===== src/include/dram_bridge_defs.svh =====
`ifndef DRAM_BRIDGE_DEFS_SVH
`define DRAM_BRIDGE_DEFS_SVH

////////////////////////////////////////////////////////////
// datapath widths
////////////////////////////////////////////////////////////
`define DB_NUM_CH      2
`define DB_ADDR_W      32
`define DB_DATA_W      64
`define DB_CSR_W       32
`define DB_CSR_AW      3

// processor view of DRAM starts here
`define DB_WINDOW_BASE 32'h8000_0000

// profiler covers 128 regions of 8 MiB, addr[29:23]
`define DB_PROF_MSB    29
`define DB_PROF_BITS   128

// reads that may be in flight at once
`define DB_RQ_DEPTH    8

`endif

===== src/hw/dram_bridge_pkg.sv =====
`default_nettype none

`include "dram_bridge_defs.svh"

package dram_bridge_pkg;

   // request opcode shared by the channels and the DRAM port
   typedef enum logic
   {
      e_dma_read  = 1'b0,
      e_dma_write = 1'b1
   } dma_op_e;

   // host register word index
   typedef enum logic [`DB_CSR_AW-1:0]
   {
      e_csr_ctrl        = 0,
      e_csr_base        = 1,
      e_csr_outstanding = 2,
      e_csr_issued      = 3,
      e_csr_prof0       = 4,
      e_csr_prof1       = 5,
      e_csr_prof2       = 6,
      e_csr_prof3       = 7
   } csr_idx_e;

endpackage

`default_nettype wire


===== src/hw/read_return_router.sv =====
`timescale 1ns/10ps
`default_nettype none

`include "dram_bridge_defs.svh"

module read_return_router
  (input wire                                        clk_i
   , input wire                                      arst_n_i

   , input wire                                      run_i
   , input wire                                      grant_v_i
   , input wire [$clog2(`DB_NUM_CH)-1:0]             grant_ch_i
   , input wire dram_bridge_pkg::dma_op_e            grant_op_i

   // in-order read data from DRAM
   , input wire                                      mem_rvalid_i
   , input wire [`DB_DATA_W-1:0]                     mem_rdata_i

   , output logic [`DB_NUM_CH-1:0]                   ch_rvalid_o
   , output logic [`DB_NUM_CH-1:0][`DB_DATA_W-1:0]   ch_rdata_o
   , output logic                                    rq_full_o
   , output logic [$clog2(`DB_RQ_DEPTH+1)-1:0]       rq_count_o
   );

   import dram_bridge_pkg::*;

   localparam int CH_W  = $clog2(`DB_NUM_CH);
   localparam int PTR_W = $clog2(`DB_RQ_DEPTH);
   localparam int CNT_W = $clog2(`DB_RQ_DEPTH+1);

   logic [CH_W-1:0]  tag_q [`DB_RQ_DEPTH];
   logic [PTR_W-1:0] wr_ptr_r;
   logic [PTR_W-1:0] rd_ptr_r;
   logic [CNT_W-1:0] count_r;
   logic             push;
   logic             pop;

   // only reads expect a response
   assign push = grant_v_i & (grant_op_i == e_dma_read);
   assign pop  = mem_rvalid_i & (count_r != '0);

   always_ff @(posedge clk_i)
   begin
      if (push)
         tag_q[wr_ptr_r] <= grant_ch_i;
   end

   always_ff @(posedge clk_i or negedge arst_n_i)
   begin
      if (!arst_n_i)
      begin
         wr_ptr_r <= '0;
         rd_ptr_r <= '0;
         count_r  <= '0;
      end
      else if (!run_i)
      begin
         wr_ptr_r <= '0;
         rd_ptr_r <= '0;
         count_r  <= '0;
      end
      else
      begin
         if (push)
            wr_ptr_r <= wr_ptr_r + 1'b1;
         if (pop)
            rd_ptr_r <= rd_ptr_r + 1'b1;
         if (push && !pop)
            count_r <= count_r + 1'b1;
         else if (pop && !push)
            count_r <= count_r - 1'b1;
      end
   end

   // steer the valid to the oldest tag, data goes everywhere
   always_comb
   begin
      for (int i = 0; i < `DB_NUM_CH; i++)
      begin
         ch_rvalid_o[i] = pop & (tag_q[rd_ptr_r] == CH_W'(i));
         ch_rdata_o[i]  = mem_rdata_i;
      end
   end

   assign rq_full_o  = (count_r == CNT_W'(`DB_RQ_DEPTH));
   assign rq_count_o = count_r;

endmodule

`default_nettype wire


===== config.mk =====
export PLATFORM = sky130hd
export DESIGN_NAME = read_return_router
export DESIGN_NICKNAME = d
export VERILOG_FILES = /design/src/hw/dram_bridge_pkg.sv /design/src/hw/read_return_router.sv
export VERILOG_INCLUDE_DIRS = /design/src /design/src/include
export SDC_FILE = /design/constraint.sdc
export NUM_CORES = 1
export LEC_CHECK = 0
export ABC_AREA = 1
export BUFFER_PORTS_ARGS = -buffer_cell sky130_fd_sc_hd__buf_2
export CAP_MARGIN = 20
export CORE_MARGIN = 1
export CORE_UTILIZATION = 25
export CTS_CLUSTER_DIAMETER = 30
export DETAILED_ROUTE_END_ITERATION = 8
export SLEW_MARGIN = 25
export SYNTH_ARGS = -nofsm -noshare
export SYNTH_HDL_FRONTEND = slang
export SYNTH_SLANG_ARGS = --single-unit

===== constraint.sdc =====
create_clock -name clk_i -period 1.9 [get_ports clk_i]
set_input_delay 0.095 -clock clk_i [delete_from_list [all_inputs] [get_ports clk_i]]
set_output_delay 0.095 -clock clk_i [all_outputs]
set_load 0.02 [all_outputs]

==> run_results.csv <==
group,metric,value,unit
sta,maxClockFrequency,0.566,GHz
sta,period_share,93.0,%
sta,finalMaxSlewViolations,0,
clock_tree,worstSkewPairLatency,0.25,ns
sta,rsz0062_at_grt,"no",
global_route,track_usage,7.87,%
layout,stdcell_area,1260,um2
placed_design,placed_cells,233,
drt,route.vias.total,920,
setup_path,path_buf_inv,1,
synthesis,synthesis.nets,324,
floorplan,die-area,8220,um2
sta,final.setup_skew,0.00140,ns
synthesis,avgSynthCellArea,7.93,um2
global_route,antenna_found_initial,0,
drt,drtPass1Iterations,4,
run,cap_violations,0,
sta,slew_headroom,83.9,%
setup_path,crit_path_max_incr_delay,0.44,ns
global_route,grt_overflow_total,0,
worst_hold_path,min-delay-start,"grant_ch_i",
setup_path,cp-end-kind,"register",
synthesis,synth_edf_count,8,
synthesis,synth_cell_types,24,
outcome,status,"finished, final reports clean",
worst_hold_path,worstHoldPathType,"in -> reg",
placed_design,dp_hpwl,2.95,mm
placed_design,gp_routability_congestion,0.841,
setup_path,criticalPathCategory,"reg -> reg",
sta,setup_viol,0,
synthesis,syn_area,1970,um2
sta,layout_setup_ws,0.133,ns
layout,drive_above_1_share,18.7,%
sta,period_needed,1.77,ns
sta,finalHoldViolations,0,
layout,instances_no_fill,238,
setup_path,worstReg2RegEnd,"rq_count_o[3]",
setup_path,crit_path_frequent_cell,"nand2_1",
clock_tree,clkSlewWorstSetupHoldPaths,0.07,ns
setup_path,cp-start-kind,"register",
global_route,grt_first_pass_wirelength,5.04,mm
placed_design,place_ws,0.152,ns
synthesis,synth-seq-cells,18,
synthesis,synthCells,248,
floorplan,fp.dieW,90.7,um
layout,final_util,17.0,%
drt,antenna_left,0,
pwr,power.leakage,0.554,nW
layout,nets,216,
floorplan,core-area,7410,um2
layout,syn_to_final_growth,-36.1,%
layout,n_antenna_cell,0,
drt,post_drt_wl_per_cell,14.3,um
synthesis,ys.flop_type,"dfrtp_1",
clock_tree,clock_path_buffers,2,
clock_tree,cts_tree,"yes",
setup_path,reg2reg_from,"rq_count_o[2]",
setup_path,worstPathRequired,2.09,ns
floorplan,ios,206,
floorplan,die_h,90.7,um
synthesis,async_flop_share,55.6,%
placed_design,place_area,1200,um2
setup_path,cp_slowest_cell,"dfrtp_1",
global_route,grt_pass1_vias,905,
worst_hold_path,min_to,"tag_q[6]",
setup_path,path_max_fanout,8,
global_route,grt_max_degree,11,
clock_tree,cts_max_level,1,
layout,layout_common_cells,"22 x nand2_1, 22 x nor2_1, 16 x inv_1",
drt,viasPerCell,3.87,
drt,drtIter0Drc,18,
setup_path,crit_family,"simple AND/OR/NAND/NOR gates",
synthesis,ys_seq_area_share,25.0,%
floorplan,initial_core_util,26.5,%
setup_path,worstPathArrival,1.96,ns
clock_tree,cts.sinks,18,
clock_tree,cts-root-buf,"clkbuf_8",
clock_tree,cts-buffers-inserted,3,
floorplan,rows,31,
worst_hold_path,whs_path_depth,1,
sta,max_slew.worst_pin.slew,0.241,ns
setup_path,cp_cell_sequence,"nor2_2 > nand2_2 > nand2_4 > nand2_4 > ha_1 > nand2_1 > nand2_1 > nor2_1 > inv_1 > nand3_1 > nand3_1 > nand2_1",
pwr,p_per_area,1200,nW/um2
drt,drc_errors,0,
synthesis,yosysWarnings,0,
setup_path,rrSetupSlack,0.13,ns
setup_path,r2r_cells,12,
placed_design,port-buffer-count,13,
clock_tree,post_cts_resized,0,
pwr,max-vdd-ir-drop,0.684,mV
drt,drt_wl_total,3.41,mm
sta,finalSetupTns,0,ns
-- where the power goes --
part / internal [mW] / leakage, nW / switching [mW] / total [mW]
Combinational: 0.260 / 0.325 / 0.442 / 0.702
Sequential: 0.466 / 0.206 / 0.0742 / 0.540
Clock: 0.143 / 0.0231 / 0.127 / 0.270
-- cell type report --
cell class	instances	area, um2
fill	823	6150
sequential	18	490
multi-input combinational	84	447
tap	99	124
timing repair buffer	15	82.6
inverter	18	67.6
clock buffer	3	41.3
clock inverter	1	3.75
-- cells by family (layout without fill, tap and decap cells) --
kind of cell	count (synthesis)	in the layout	synth area share, %
buffers and inverters	146	37	52.3
and+or+nand+nor	61	61	13.9
DFF	18	18	25.0
AOI/OAI and AO/OA	17	17	4.77
adders and majority gates	5	5	3.56
xor gates and xnor gates	1	1	0.446
-- worst register-to-register path: cells and delay by family (launching register included) --
kind	cells	cell delay [ns]
simple gates	10	0.89
flops	1	0.44
fa+ha+maj	1	0.33
buf+inv	1	0.05
-- routing by layer --
| metal | vias up | GRT usage [%] | wire (um) |
|---|---|---|---|
| li1 | 428 | - | - |
| met1 | 393 | 6.13 | 956 |
| met2 | 93 | 16.1 | 1930 |
| met3 | 6 | 4.29 | 504 |
| met4 | 0 | 2.28 | 14 |
| met5 | - | 0 | 0 |
-- stage by stage --
step / hold WS (ns) / total power, mW
CTS: 0.121 / 1.54
detailed placement: -0.0285 / 1.26
global placement: -0.0252 / 1.25
floorplan: -0.201 / 1.44
finish: 0.118 / 1.51
global route: 0.135 / 1.63
-- worst max-delay path by stage --
stage / from / endpoint / slack [ns] / cells past startpoint
after floorplan: rq_count_o[3] / rq_count_o[3] / 0.18 / 11
after global placement: rq_count_o[1] / rq_count_o[3] / 0.22 / 11
after detailed placement: rq_count_o[1] / rq_count_o[3] / 0.15 / 11
after CTS: rq_count_o[1] / rq_count_o[3] / 0.12 / 12
after global routing: rq_count_o[2] / rq_count_o[3] / 0.02 / 11
final: rq_count_o[2] / rq_count_o[3] / 0.13 / 12
-- state kept, by name, indices dropped and copies added (netlist names) --
register	flops
tag_q	8
rd_ptr_r	3
rq_count_o	4
wr_ptr_r	3
-- synth_stat cells (2+ instances only) --
cell type / instances / share of area [%]
nand2_4: 2 / 1.1
o21ai_0: 9 / 2.3
a21oi_1: 3 / 0.76
ha_1: 4 / 2.5
o21ai_1: 2 / 0.51
edfxtp_1: 8 / 12
nor2_1: 22 / 4.2
dfrtp_1: 10 / 13
buf_4: 128 / 49
nand2_1: 22 / 4.2
nand3_1: 8 / 2.0
nor2_2: 2 / 0.64
inv_2: 2 / 0.38
inv_1: 16 / 3.1
-- timing repair --
action | in CTS | in global routing
setup buffers | 0 | 0
hold buffers | 1 | 0
endpoints found under the hold margin | 10 | 0
Note: power is estimated with default switching activity, not from simulation.
