[config.mk]
export PLATFORM = sky130hd
export DESIGN_NAME = host_csr_bank
export DESIGN_NICKNAME = d
export VERILOG_FILES = /design/src/hw/dram_bridge_pkg.sv /design/src/hw/host_csr_bank.sv
export VERILOG_INCLUDE_DIRS = /design/src /design/src/include
export SDC_FILE = /design/constraint.sdc
export NUM_CORES = 1
export LEC_CHECK = 0
export BUFFER_PORTS_ARGS = -buffer_cell sky130_fd_sc_hd__buf_2
export CORE_MARGIN = 2
export CORE_UTILIZATION = 40
export CTS_CLUSTER_DIAMETER = 60
export CTS_CLUSTER_SIZE = 8
export DETAILED_ROUTE_END_ITERATION = 8
export PLACE_DENSITY = 0.85
export SYNTH_ARGS = -nofsm -noshare
export SYNTH_HDL_FRONTEND = slang
export SYNTH_SLANG_ARGS = --single-unit
[constraint.sdc]
create_clock -name clk_i -period 3.3 [get_ports clk_i]
set_clock_uncertainty 0.1 [all_clocks]
set_input_delay 0.66 -clock clk_i [delete_from_list [all_inputs] [get_ports clk_i]]
set_output_delay 0.66 -clock clk_i [all_outputs]
set_load 0.01 [all_outputs]
[src/include/dram_bridge_defs.svh]
`ifndef DRAM_BRIDGE_DEFS_SVH
`define DRAM_BRIDGE_DEFS_SVH

////////////////////////////////////////////////////////////
// datapath widths
////////////////////////////////////////////////////////////
`define DB_NUM_CH      2
`define DB_ADDR_W      32
`define DB_DATA_W      64
`define DB_CSR_W       32
`define DB_CSR_AW      3

// processor view of DRAM starts here
`define DB_WINDOW_BASE 32'h8000_0000

// profiler covers 128 regions of 8 MiB, addr[29:23]
`define DB_PROF_MSB    29
`define DB_PROF_BITS   128

// reads that may be in flight at once
`define DB_RQ_DEPTH    8

`endif
[src/hw/dram_bridge_pkg.sv]
`default_nettype none

`include "dram_bridge_defs.svh"

package dram_bridge_pkg;

   // request opcode shared by the channels and the DRAM port
   typedef enum logic
   {
      e_dma_read  = 1'b0,
      e_dma_write = 1'b1
   } dma_op_e;

   // host register word index
   typedef enum logic [`DB_CSR_AW-1:0]
   {
      e_csr_ctrl        = 0,
      e_csr_base        = 1,
      e_csr_outstanding = 2,
      e_csr_issued      = 3,
      e_csr_prof0       = 4,
      e_csr_prof1       = 5,
      e_csr_prof2       = 6,
      e_csr_prof3       = 7
   } csr_idx_e;

endpackage

`default_nettype wire

[src/hw/host_csr_bank.sv]
`timescale 1ns/10ps
`default_nettype none

`include "dram_bridge_defs.svh"

module host_csr_bank
  (input wire                                 clk_i
   , input wire                               arst_n_i

   // host register strobes
   , input wire                               csr_we_i
   , input wire                               csr_re_i
   , input wire dram_bridge_pkg::csr_idx_e    csr_addr_i
   , input wire [`DB_CSR_W-1:0]               csr_wdata_i
   , output logic [`DB_CSR_W-1:0]             csr_rdata_o
   , output logic                             csr_rvalid_o

   // control out to the datapath
   , output logic                             run_o
   , output logic                             dram_init_o
   , output logic [`DB_ADDR_W-1:0]            dram_base_o

   // status back from the datapath
   , input wire [`DB_CSR_W-1:0]               issued_i
   , input wire [`DB_PROF_BITS-1:0]           prof_i
   , input wire [$clog2(`DB_RQ_DEPTH+1)-1:0]  rq_count_i
   );

   import dram_bridge_pkg::*;

   logic                  run_r;
   logic                  dram_init_r;
   logic [`DB_ADDR_W-1:0] base_r;
   logic [`DB_CSR_W-1:0]  rdata_mux;
   logic [`DB_CSR_W-1:0]  rdata_r;
   logic                  rvalid_r;

   ////////////////////////////////////////////////////////////
   // writable registers
   ////////////////////////////////////////////////////////////

   // only ctrl and base are writable
   always_ff @(posedge clk_i or negedge arst_n_i)
   begin
      if (!arst_n_i)
      begin
         run_r       <= 1'b0;
         dram_init_r <= 1'b0;
         base_r      <= '0;
      end
      else if (csr_we_i)
      begin
         case (csr_addr_i)
            e_csr_ctrl:
            begin
               run_r       <= csr_wdata_i[0];
               dram_init_r <= csr_wdata_i[1];
            end
            e_csr_base:
               base_r <= csr_wdata_i;
            default:
               ;
         endcase
      end
   end

   assign run_o       = run_r;
   assign dram_init_o = dram_init_r;
   assign dram_base_o = base_r;

   ////////////////////////////////////////////////////////////
   // read-back
   ////////////////////////////////////////////////////////////

   always_comb
   begin
      rdata_mux = '0;
      case (csr_addr_i)
         e_csr_ctrl:        rdata_mux[1:0] = {dram_init_r, run_r};
         e_csr_base:        rdata_mux = base_r;
         e_csr_outstanding: rdata_mux[$bits(rq_count_i)-1:0] = rq_count_i;
         e_csr_issued:      rdata_mux = issued_i;
         e_csr_prof0:       rdata_mux = prof_i[0*`DB_CSR_W +: `DB_CSR_W];
         e_csr_prof1:       rdata_mux = prof_i[1*`DB_CSR_W +: `DB_CSR_W];
         e_csr_prof2:       rdata_mux = prof_i[2*`DB_CSR_W +: `DB_CSR_W];
         e_csr_prof3:       rdata_mux = prof_i[3*`DB_CSR_W +: `DB_CSR_W];
         default:           rdata_mux = '0;
      endcase
   end

   // data shows up the cycle after the read strobe
   always_ff @(posedge clk_i or negedge arst_n_i)
   begin
      if (!arst_n_i)
         rvalid_r <= 1'b0;
      else
         rvalid_r <= csr_re_i;
   end

   always_ff @(posedge clk_i)
   begin
      if (csr_re_i)
         rdata_r <= rdata_mux;
   end

   assign csr_rdata_o  = rdata_r;
   assign csr_rvalid_o = rvalid_r;

endmodule

`default_nettype wire

==> parameters.txt, run 1 <==
Parameter                              Value

Run status
  Result of the run    finished, final reports clean

GRT
  Antenna violations before repair    0
  Wire length of the first global-routing pass    20,200 um
  Number of global-route vias before repair    3,947
  Largest net degree at the start of global routing    57
  Overall track demand over capacity in global routing    23.7%
  Total congestion overflow    0

Drt
  Count of unresolved DRC violations after routing    0
  Overall via count from detail_route    3,686
  Sum of routed wire length over all layers    13,100 um
  Number of violations reported at the end of detailed-routing iteration 0    241
  Antenna violation net count after detailed routing    0
  Average wire per standard cell    18.6 um
  Initial DRT Pass Iterations    4
  Ratio of routed vias to standard cells    5.23

Worst hold path
  Class of the most critical hold timing path    in2async

Worst setup path
  Kind of end point of the critical path    register
  Worst-path fanout max    56
  Number of cells on the worst reg-to-reg path    2
  CP Class    in2reg
  Data arrival time of the worst path    2340 ps
  Sort of element at the start of the critical path    input pin
  Critical path required time    3250 ps

Final layout
  NumNets Final    770
  Layout Cells excl Fill    705
  Ratio of cells with drive above 1 in the final layout    62.2%
  Area of the multi-input gates    1960 um2
  Area added between synthesis and finish    37.7%
  Post-route cell area    5560 um2
  Final antenna diode count    0
  Post-layout utilization of the core    56.8%
  Filler Cells Inserted    852
  Sequential cell area    1840 um2

Clock network
  Clock insertion delay at the later pin of the skew report    330 ps
  Num CTS Buffers    9
  CTS Root Buffer Type    clkbuf_8
  # H-tree levels    3
  Clock transition at the register clock pins on the worst setup and hold paths after CTS    80 ps
  CTS sink count    67
  Maximum number of buffers from clock root to sink    2
  Clock tree from TritonCTS    built
  Total of cells resized after clock tree synthesis    0
  CTS Hold Bufs    0
  Number of buffers inserted to repair setup after CTS    0

Power
  Leakage    2.73 nW
  Power dissipated by switching net loads    0.721 mW
  Power density over the cells    439 nW/um2
  Worst supply voltage drop on vdd    0.245 mV
  Total internal power    1.72 mW
  Sw Share    29.5%
  Combinational cell fraction of total power    27.6%
  Sequential share of power    45.2%
  Clock power share    27.2%

Placement
  Hpwl dp    10,000 um
  Worst slack at placement    593 ps
  Area of placed instances    5370 um2
  Number of placed instances with taps included    689
  Final RePlAce weighted congestion    0.881
  Port-buffer cells    269

Synth
  Mux cell area share after synthesis    32.5%
  Proportion of synthesized chip area in sequential cells    45.5%
  Unique masters post-synth    37
  Synth Net Count    511
  Combinational family with the most area after synthesis    multiplexers
  Xor/xnor share of the synthesized area    0%
  Synthesized-area fraction occupied by adder cells    0%
  Count of flip-flops with a built-in enable after synthesis    32
  Post-synthesis cell area    4030 um2
  Total of flip-flops plus latches after synthesis    67
  Post-synthesis average cell area    13.1 um2
  Synthesized-area fraction occupied by and/or/nand/nor cells    6.67%
  Share of async-settable or async-resettable flops after synthesis    52.2%
  Ys flop type    dfrtp_1
  Post-synthesis instance total    308
  Area fraction in compound gates after synthesis    9.40%
  Number of synthesis warnings    0

Die
  Placement Rows    36
  Area enclosed by the die boundary    10,900 um2
  Initial core utilization    41.3%
  Area inside the core boundary    9770 um2
  Floorplan die height    104 um
  Top-level I/O count    270
  Die X-Extent    104 um

STA
  Final critical-path setup slack    914 ps
  Final setup fails    0
  Ratio of final minimum period to clock period    72.3%
  Max-slew headroom    42.6%
  Final hold viol count    0
  Final count of pins violating max slew    0
  Max frequency    0.419 GHz
  Unrepaired setup endpoints after global routing    no
  Post-Route Setup TNS    0 ps
  Final critical-path required period    2390 ps
  Slew @ Worst Pin    861 ps

Run
  Max-cap violations    0
final cells by class:
type / count / area share (%)
clock buffer: 11 / 2.36
clock inverter: 5 / 0.968
inverter: 2 / 0.135
multi-input combinational: 213 / 35.3
sequential: 67 / 33.1
tap: 133 / 3.00
timing repair buffer: 274 / 25.2
metal layers:
metal | routed length [um] | global-route usage, % | vias up
met5 | 0 | 0 | -
met4 | 343 | 9.75 | 0
met3 | 938 | 4.45 | 27
met2 | 6830 | 43.9 | 193
met1 | 5020 | 26.6 | 1751
li1 | - | - | 1715
critical path, stage by stage:
cell       delay [ps]
buf_4             610
buf_12            300
and3b_1           200
o21ai_0           340
o2111ai_1         170
layout by cell type (no fill, tap or decap), types with 4 or more instances in the layout:
cell type    n
buf_2      268
mux2_2      62
mux2i_1     46
dfrtp_1     35
edfxtp_1    32
nand2_1     20
o221ai_1    20
a211oi_1    12
clkbuf_8     9
nor2b_1      8
a21oi_1      7
nand3_1      6
buf_4        5
nand2b_1     4
mux4_2       4
power groups by stage:
stage | sequential, mW | combinational, mW | clock, mW
5_1_grt | 1.12 | 0.730 | 0.716
2_1_floorplan | 1.16 | 0.300 | 0
3_5_place_dp | 1.12 | 0.678 | 0
3_3_place_gp | 1.11 | 0.655 | 0
4_1_cts | 1.11 | 0.681 | 0.681
6_report | 1.10 | 0.674 | 0.663
cell usage after synthesis, types with 3 or more instances:
cell | instances | share of area, %
nand2b_1 | 4 | 0.62
edfxtp_1 | 32 | 24
buf_6 | 8 | 2.2
nor2b_1 | 8 | 1.2
buf_12 | 3 | 1.5
o221ai_1 | 20 | 4.3
dfrtp_1 | 35 | 22
and3b_1 | 3 | 0.65
buf_4 | 3 | 0.56
a22oi_1 | 3 | 0.56
nand3_1 | 6 | 0.74
mux4_2 | 4 | 2.2
mux2_2 | 62 | 17
mux2i_1 | 46 | 11
a21oi_1 | 7 | 0.87
a211oi_1 | 12 | 2.2
nand2_1 | 20 | 1.9
buf_2 | 9 | 1.1
metrics by stage:
stage	total power, mW	hold slack [ps]
final	2.44	326
after global placement	1.77	392
after global routing	2.57	385
after CTS	2.47	345
after floorplan	1.46	264
after detailed placement	1.80	400
final timing paths:
| path | start | to | slack [ps] |
|---|---|---|---|
| min | arst_n_i | dram_base_o[11] | 330 |
| max in group asynchronous | arst_n_i | dram_base_o[22] | 2210 |
| max reg2reg | dram_base_o[1] | csr_rdata_o[1] | 1770 |
| max | csr_addr_i[1] | csr_rdata_o[31] | 910 |
| min reg2reg | dram_base_o[25] | dram_base_o[25] | 410 |
| min in group clk_i | dram_base_o[25] | dram_base_o[25] | 410 |
state kept, by name, summed over array words and instances (netlist names):
name,count
dram_init_o,1
run_o,1
csr_rdata_o,32
dram_base_o,32
csr_rvalid_o,1
cells by family after synthesis:
logic type,after synthesis
AOI/OAI and AO/OA,50
buffers and inverters,28
DFF,67
muxes,115
and+or+nand+nor,48
Power figures use the tool's default switching activity.
==> run 2: changes to the inputs <==
Settings changed: ABC_AREA from default to 1.
Clock period 3.3 ns to 2.3 ns, I/O delays scaled along.
==> parameters.txt, run 2 <==
Parameter                              Value

STA
  Final count of pins violating max slew    0 (unchanged)
  Final setup fails    0 (unchanged)
  Final critical-path required period    1810 ps
  Max frequency    0.553 GHz
  Final hold viol count    0 (unchanged)
  Slew @ Worst Pin    871 ps (was 861 ps)
  Worst hold slack    124 ps (was 326 ps)
  Ratio of final minimum period to clock period    78.6%
  Unrepaired setup endpoints after global routing    no (unchanged)
  Max-slew headroom    41.8% (was 42.6%)
  Post-Route Setup TNS    0 ps (unchanged)

Drt
  Number of violations reported at the end of detailed-routing iteration 0    566 (was 241)
  Initial DRT Pass Iterations    5 (was 4)
  Sum of routed wire length over all layers    15,600 um (was 13,100 um)
  Overall via count from detail_route    5,068 (was 3,686)
  Antenna violation net count after detailed routing    0 (unchanged)
  Average wire per standard cell    15.8 um (was 18.6 um)
  Ratio of routed vias to standard cells    5.14 (was 5.23)
  Count of unresolved DRC violations after routing    0 (unchanged)

Placement
  Hpwl dp    11,400 um (was 10,000 um)
  Final RePlAce weighted congestion    0.891 (was 0.881)
  Port-buffer cells    269 (unchanged)

GRT
  Total congestion overflow    0 (unchanged)
  Largest net degree at the start of global routing    42 (was 57)
  Antenna violations before repair    1 (was 0)
  Wire length of the first global-routing pass    23,900 um (was 20,200 um)
  Overall track demand over capacity in global routing    27.4% (was 23.7%)
  Number of global-route vias before repair    4,893 (was 3,947)

Power
  Power density over the cells    612 nW/um2 (was 439 nW/um2)
  Worst supply voltage drop on vdd    0.270 mV (was 0.245 mV)
  Leakage    3.39 nW (was 2.73 nW)

Clock network
  CTS Hold Bufs    0 (unchanged)
  Num CTS Buffers    9 (unchanged)
  CTS sink count    67 (unchanged)
  Clock tree from TritonCTS    built (unchanged)
  CTS Root Buffer Type    clkbuf_8 (unchanged)
  Number of buffers inserted to repair setup after CTS    0 (unchanged)
  # H-tree levels    3 (unchanged)
  Clock insertion delay at the later pin of the skew report    330 ps (about the same)
  Clock transition at the register clock pins on the worst setup and hold paths after CTS    80 ps (about the same)
  Total of cells resized after clock tree synthesis    0 (unchanged)
  Maximum number of buffers from clock root to sink    2 (unchanged)

Synth
  Total of flip-flops plus latches after synthesis    67 (unchanged)
  Combinational family with the most area after synthesis    simple AND/OR/NAND/NOR gates (was multiplexers)
  Synthesized-area fraction occupied by adder cells    0% (unchanged)
  Proportion of synthesized chip area in sequential cells    44.3% (was 45.5%)
  Number of synthesis warnings    0 (unchanged)
  Post-synthesis instance total    589 (was 308)
  Largest cells by area after synthesis    edfxtp_1 23%, dfrtp_1 21%, nand2_1 15% (was edfxtp_1 24%, dfrtp_1 22%, mux2_2 17%)
  Synthesized-area fraction occupied by and/or/nand/nor cells    36.4% (was 6.67%)
  Xor/xnor share of the synthesized area    0% (unchanged)
  Ys flop type    dfrtp_1 (unchanged)
  Mux cell area share after synthesis    0% (was 32.5%)
  Synth Net Count    792 (was 511)
  Post-synthesis cell area    4140 um2 (was 4030 um2)
  Synth top area share    23.2% (was 23.8%)
  Share of async-settable or async-resettable flops after synthesis    52.2% (unchanged)
  Post-synthesis average cell area    7.04 um2 (was 13.1 um2)
  Top cells by instance count after synthesis    161 x nand2_1, 73 x nand3_1, 70 x nor2_1 (was 62 x mux2_2, 46 x mux2i_1, 35 x dfrtp_1)
  Unique masters post-synth    20 (was 37)
  Area fraction in compound gates after synthesis    7.79% (was 9.40%)
  Count of flip-flops with a built-in enable after synthesis    32 (unchanged)
  Dominant cell type by area after synthesis    edfxtp_1 (unchanged)
  Leading cell type by number of instances after synthesis    nand2_1 (was mux2_2)

Worst setup path
  Crit path buffers/inverters    2 (unchanged)
  Critical path's largest stage delay    740 ps (was 610 ps)
  Sort of element at the start of the critical path    input pin (unchanged)
  Most numerous cell on the critical path    nand2_1
  Slowest CP cell    nor3_4 (was buf_4)
  Top delay family on crit path    simple AND/OR/NAND/NOR gates (was buffers and inverters)
  Data arrival time of the worst path    1900 ps (was 2340 ps)
  Cell chain of the critical path    buf_2 > nor3_4 > buf_4 > nand2_1 > nand2_1 > nor2_1 > nand2_1 (was buf_4 > buf_12 > and3b_1 > o21ai_0 > o2111ai_1)
  Critical path required time    2390 ps (was 3250 ps)
  Worst-path fanout max    19 (was 56)
  Kind of end point of the critical path    register (unchanged)
  CP Class    in2reg (unchanged)

Final layout
  Ratio of cells with drive above 1 in the final layout    36.1% (was 62.2%)
  Most frequent standard cell in the layout excluding fill and tap cells    buf_2 (unchanged)
  Most used cells in the layout excluding fill and tap cells    269 x buf_2, 161 x nand2_1, 73 x nand3_1 (was 268 x buf_2, 62 x mux2_2, 46 x mux2i_1)
  NumNets Final    1,048 (was 770)
  Area added between synthesis and finish    41.0% (was 37.7%)
  Final antenna diode count    0 (unchanged)
  Filler Cells Inserted    986 (was 852)

Die
  Initial core utilization    40.7% (was 41.3%)
  Area enclosed by the die boundary    11,200 um2 (was 10,900 um2)
  Top-level I/O count    270 (unchanged)
  Floorplan die height    106 um (was 104 um)
  Die X-Extent    106 um (was 104 um)
  Area inside the core boundary    10,200 um2 (was 9770 um2)
  Placement Rows    37 (was 36)

Worst hold path
  Class of the most critical hold timing path    in2async (unchanged)

Run
  Max-cap violations    0 (unchanged)

Run status
  Result of the run    finished, final reports clean (unchanged)
[run 2: worst register-to-register path: cells and delay by family (launching register included)]
kind	cells	cell delay [ps]
flops	1	400
simple gates	3	240
buf+inv	1	80
[run 2: final timing paths]
check | start | to | slack [ps] | depth (start not counted)
min in group clk_i | csr_wdata_i[31] | dram_base_o[31] | 250 | 3
max | csr_addr_i[0] | csr_rdata_o[21] | 490 | 7
min | arst_n_i | dram_base_o[28] | 120 | 1
max in group asynchronous | arst_n_i | dram_base_o[20] | 1400 | 1
max reg2reg | dram_base_o[0] | csr_rdata_o[0] | 1220 | 4
min reg2reg | dram_base_o[18] | dram_base_o[18] | 400 | 2
[run 2: cells by family (layout without fill, tap and decap cells)]
| family | Yosys count | in the layout |
|---|---|---|
| AOI/OAI and AO/OA | 64 | 64 |
| DFF | 67 | 67 |
| buffers and inverters | 113 | 374 |
| and+or+nand+nor | 345 | 345 |
[run 2: layer usage]
metal,part of all wire (%),track usage [%],up-vias,routed length (um)
li1,-,-,2426,-
met2,50,49.5,333,7840
met5,0.084,0,-,13
met3,9.9,5.38,42,1540
met1,37,31.5,2265,5810
met4,2.2,11.4,2,349
[run 2: report_power, final]
part           switching (mW)  internal, mW  leakage (nW)
registers               0.112          1.44         0.763
clock network           0.455         0.708         0.116
logic                   0.499         0.365          2.51
total                    1.07          2.51          3.39
[run 2: per-stage QoR]
| step | power, mW | cells | utilization (%) | instance area [um2] | setup WS [ps] |
|---|---|---|---|---|---|
| after floorplan | 1.95 | 589 | - | 4140 | 704 |
| after global placement | 2.41 | 970 | 55.1 | 5610 | 219 |
| after detailed placement | 2.43 | 970 | 55.1 | 5610 | 175 |
| after CTS | 3.60 | 986 | 57.4 | 5840 | 514 |
| after global routing | 3.76 | 986 | 57.4 | 5840 | 438 |
| final | 3.58 | 986 | 57.4 | 5840 | 492 |
[run 2: final cells by class]
| cell class | instances | area (um2) | area share (%) |
|---|---|---|---|
| Sequential cell | 67 | 1840 | 31.4 |
| Multi-Input combinational cell | 409 | 1830 | 31.4 |
| Timing Repair Buffer | 287 | 1510 | 25.8 |
| Inverter | 71 | 267 | 4.56 |
| Tap cell | 136 | 170 | 2.91 |
| Clock buffer | 9 | 124 | 2.12 |
| Clock inverter | 7 | 106 | 1.82 |
==> run 3: changes to the inputs <==
Clock period 2.3 ns to 1.7 ns, I/O delays scaled along.
==> parameters.txt, run 3 (synthesis gave the netlist of run 2 again) <==
Parameter                              Value

Worst setup path
  Cell chain of the critical path    buf_2 > buf_4 > nor2_1 > nand3_1 > nand2_1 > nor2_1 > nand3_1 (was buf_2 > nor3_4 > buf_4 > nand2_1 > nand2_1 > nor2_1 > nand2_1)
  Kind of end point of the critical path    register (unchanged)
  Worst-path fanout max    47 (was 19)
  Top delay family on crit path    simple AND/OR/NAND/NOR gates (unchanged)
  Slowest CP cell    buf_4 (was nor3_4)
  Sort of element at the start of the critical path    input pin (unchanged)
  Path length in cells of the critical path    7 (unchanged)
  Critical path's largest stage delay    400 ps (was 740 ps)
  Timing startpoint of the critical path    csr_addr_i[2] (was csr_addr_i[0])
  Terminus of the critical flop-to-flop path    csr_rdata_o[25] (was csr_rdata_o[0])
  Critical path required time    1690 ps (was 2390 ps)
  CP Class    in2reg (unchanged)
  Reg-to-reg startpoint    dram_base_o[25] (was dram_base_o[0])
  Data arrival time of the worst path    1450 ps (was 1900 ps)
  Number of cells on the worst reg-to-reg path    2 (was 4)
  Critical path endpoint    csr_rdata_o[1] (was csr_rdata_o[21])
  Crit path buffers/inverters    2 (unchanged)
  Flop2flop setup slack    590 ps (was 1220 ps)

Run
  Max-cap violations    0 (unchanged)

Final layout
  NumNets Final    1,061 (was 1,048)
  Area added between synthesis and finish    44.4% (was 41.0%)
  Final antenna diode count    0 (unchanged)
  Most frequent standard cell in the layout excluding fill and tap cells    buf_2 (unchanged)
  Filler Cells Inserted    986 (unchanged)
  Layout Cells excl Fill    999 (was 986)
  Most used cells in the layout excluding fill and tap cells    269 x buf_2, 161 x nand2_1, 73 x nand3_1 (unchanged)
  Ratio of cells with drive above 1 in the final layout    37.3% (was 36.1%)

STA
  Final setup fails    0 (unchanged)
  Unrepaired setup endpoints after global routing    no (unchanged)
  Max-slew headroom    68.2% (was 41.8%)
  Final count of pins violating max slew    0 (unchanged)
  Slew @ Worst Pin    477 ps (was 871 ps)
  Final critical-path required period    1460 ps
  Final critical-path setup slack    239 ps (was 492 ps)
  Final hold viol count    0 (unchanged)
  Ratio of final minimum period to clock period    86.0%
  Max frequency    0.684 GHz

Worst hold path
  Class of the most critical hold timing path    in2reg (was in2async)

GRT
  Number of global-route vias before repair    4,750 (was 4,893)
  Wire length of the first global-routing pass    23,100 um (was 23,900 um)
  Total congestion overflow    0 (unchanged)
  Largest net degree at the start of global routing    48 (was 42)
  Overall track demand over capacity in global routing    26.4% (was 27.4%)
  Antenna violations before repair    0 (was 1)

Clock network
  CTS sink count    67 (unchanged)
  Clock tree from TritonCTS    built (unchanged)
  Clock transition at the register clock pins on the worst setup and hold paths after CTS    90 ps (was 80 ps)
  CTS Root Buffer Type    clkbuf_8 (unchanged)
  Number of buffers inserted to repair setup after CTS    0 (unchanged)
  # H-tree levels    3 (unchanged)
  Num CTS Buffers    9 (unchanged)
  Maximum number of buffers from clock root to sink    2 (unchanged)
  Clock insertion delay at the later pin of the skew report    340 ps (was 330 ps)

Die
  Area enclosed by the die boundary    11,200 um2 (unchanged)
  Placement Rows    37 (unchanged)
  Floorplan die height    106 um (unchanged)
  Die X-Extent    106 um (unchanged)
  Top-level I/O count    270 (unchanged)
  Initial core utilization    40.7% (unchanged)
  Area inside the core boundary    10,200 um2 (unchanged)

Run status
  Result of the run    finished, final reports clean (unchanged)

Drt
  Ratio of routed vias to standard cells    5.11 (was 5.14)
  Count of unresolved DRC violations after routing    0 (unchanged)
  Antenna violation net count after detailed routing    0 (unchanged)
  Average wire per standard cell    15.2 um (was 15.8 um)
  Initial DRT Pass Iterations    7 (was 5)
  Overall via count from detail_route    5,102 (was 5,068)
  Number of violations reported at the end of detailed-routing iteration 0    433 (was 566)
  Sum of routed wire length over all layers    15,200 um (was 15,600 um)

Power
  Leakage    3.46 nW (was 3.39 nW)
  Power density over the cells    782 nW/um2 (was 612 nW/um2)
  Worst supply voltage drop on vdd    0.444 mV (was 0.270 mV)

Placement
  Number of placed instances with taps included    982 (was 970)
  Final RePlAce weighted congestion    0.934 (was 0.891)
  Port-buffer cells    269 (unchanged)
  Hpwl dp    11,400 um (about the same)
  Worst slack at placement    -75.9 ps (was 175 ps)
-- run 3: tightest hold or removal path, stage by stage --
cell and delay, ps:
buf_2 70, nand3_1 60, nand2_1 60
-- run 3: routing by layer --
metal / up-vias / part of all wire (%) / GRT usage [%]
met1: 2291 / 38 / 31.1
met2: 312 / 50 / 47.4
li1: 2463 / - / -
met4: 0 / 2.5 / 9.59
met5: - / 0 / 0
met3: 36 / 9.5 / 5.32
-- run 3: cell type report --
cell class | instances | area (um2) | area share, %
Inverter | 71 | 267 | 4.45
Multi-Input combinational cell | 409 | 1830 | 30.6
Timing Repair Buffer | 300 | 1670 | 27.9
Clock inverter | 5 | 60.1 | 1.00
Sequential cell | 67 | 1840 | 30.7
Tap cell | 136 | 170 | 2.84
Clock buffer | 11 | 151 | 2.53
-- run 3: timing repair --
item,4_1_cts,5_1_grt
setup endpoints to repair,0,0
resized for setup,0,0
hold buffers,1,0
endpoints found under the hold margin,16,0
-- run 3: worst min-delay path by stage --
stage	depth (start not counted)	startpoint	slack (ps)	endpoint
after global placement	1	arst_n_i	210	dram_base_o[29]
after global routing	3	csr_wdata_i[25]	120	dram_base_o[25]
after floorplan	0	arst_n_i	-60	csr_rvalid_o
after detailed placement	1	arst_n_i	220	dram_base_o[29]
after CTS	3	csr_wdata_i[6]	120	dram_base_o[6]
final	3	csr_wdata_i[2]	130	dram_base_o[2]
-- run 3: stage by stage --
step                utilization [%]  hold slack, ps  setup TNS (ps)  area, um2  total power [mW]
floorplan                         -           -55.6               0       4140              2.63
global placement               56.6             209           -17.4       5760              3.29
detailed placement             56.6             216            -225       5760              3.32
CTS                            58.8             124               0       5990              4.72
global route                   58.8             123               0       5990              4.94
finish                         58.8             133               0       5990              4.68
-- run 3: where the power goes --
group          internal (mW)  switching, mW  total [mW]
Sequential              1.95          0.150        2.10
Clock                  0.763          0.624        1.39
Combinational          0.523          0.673        1.20
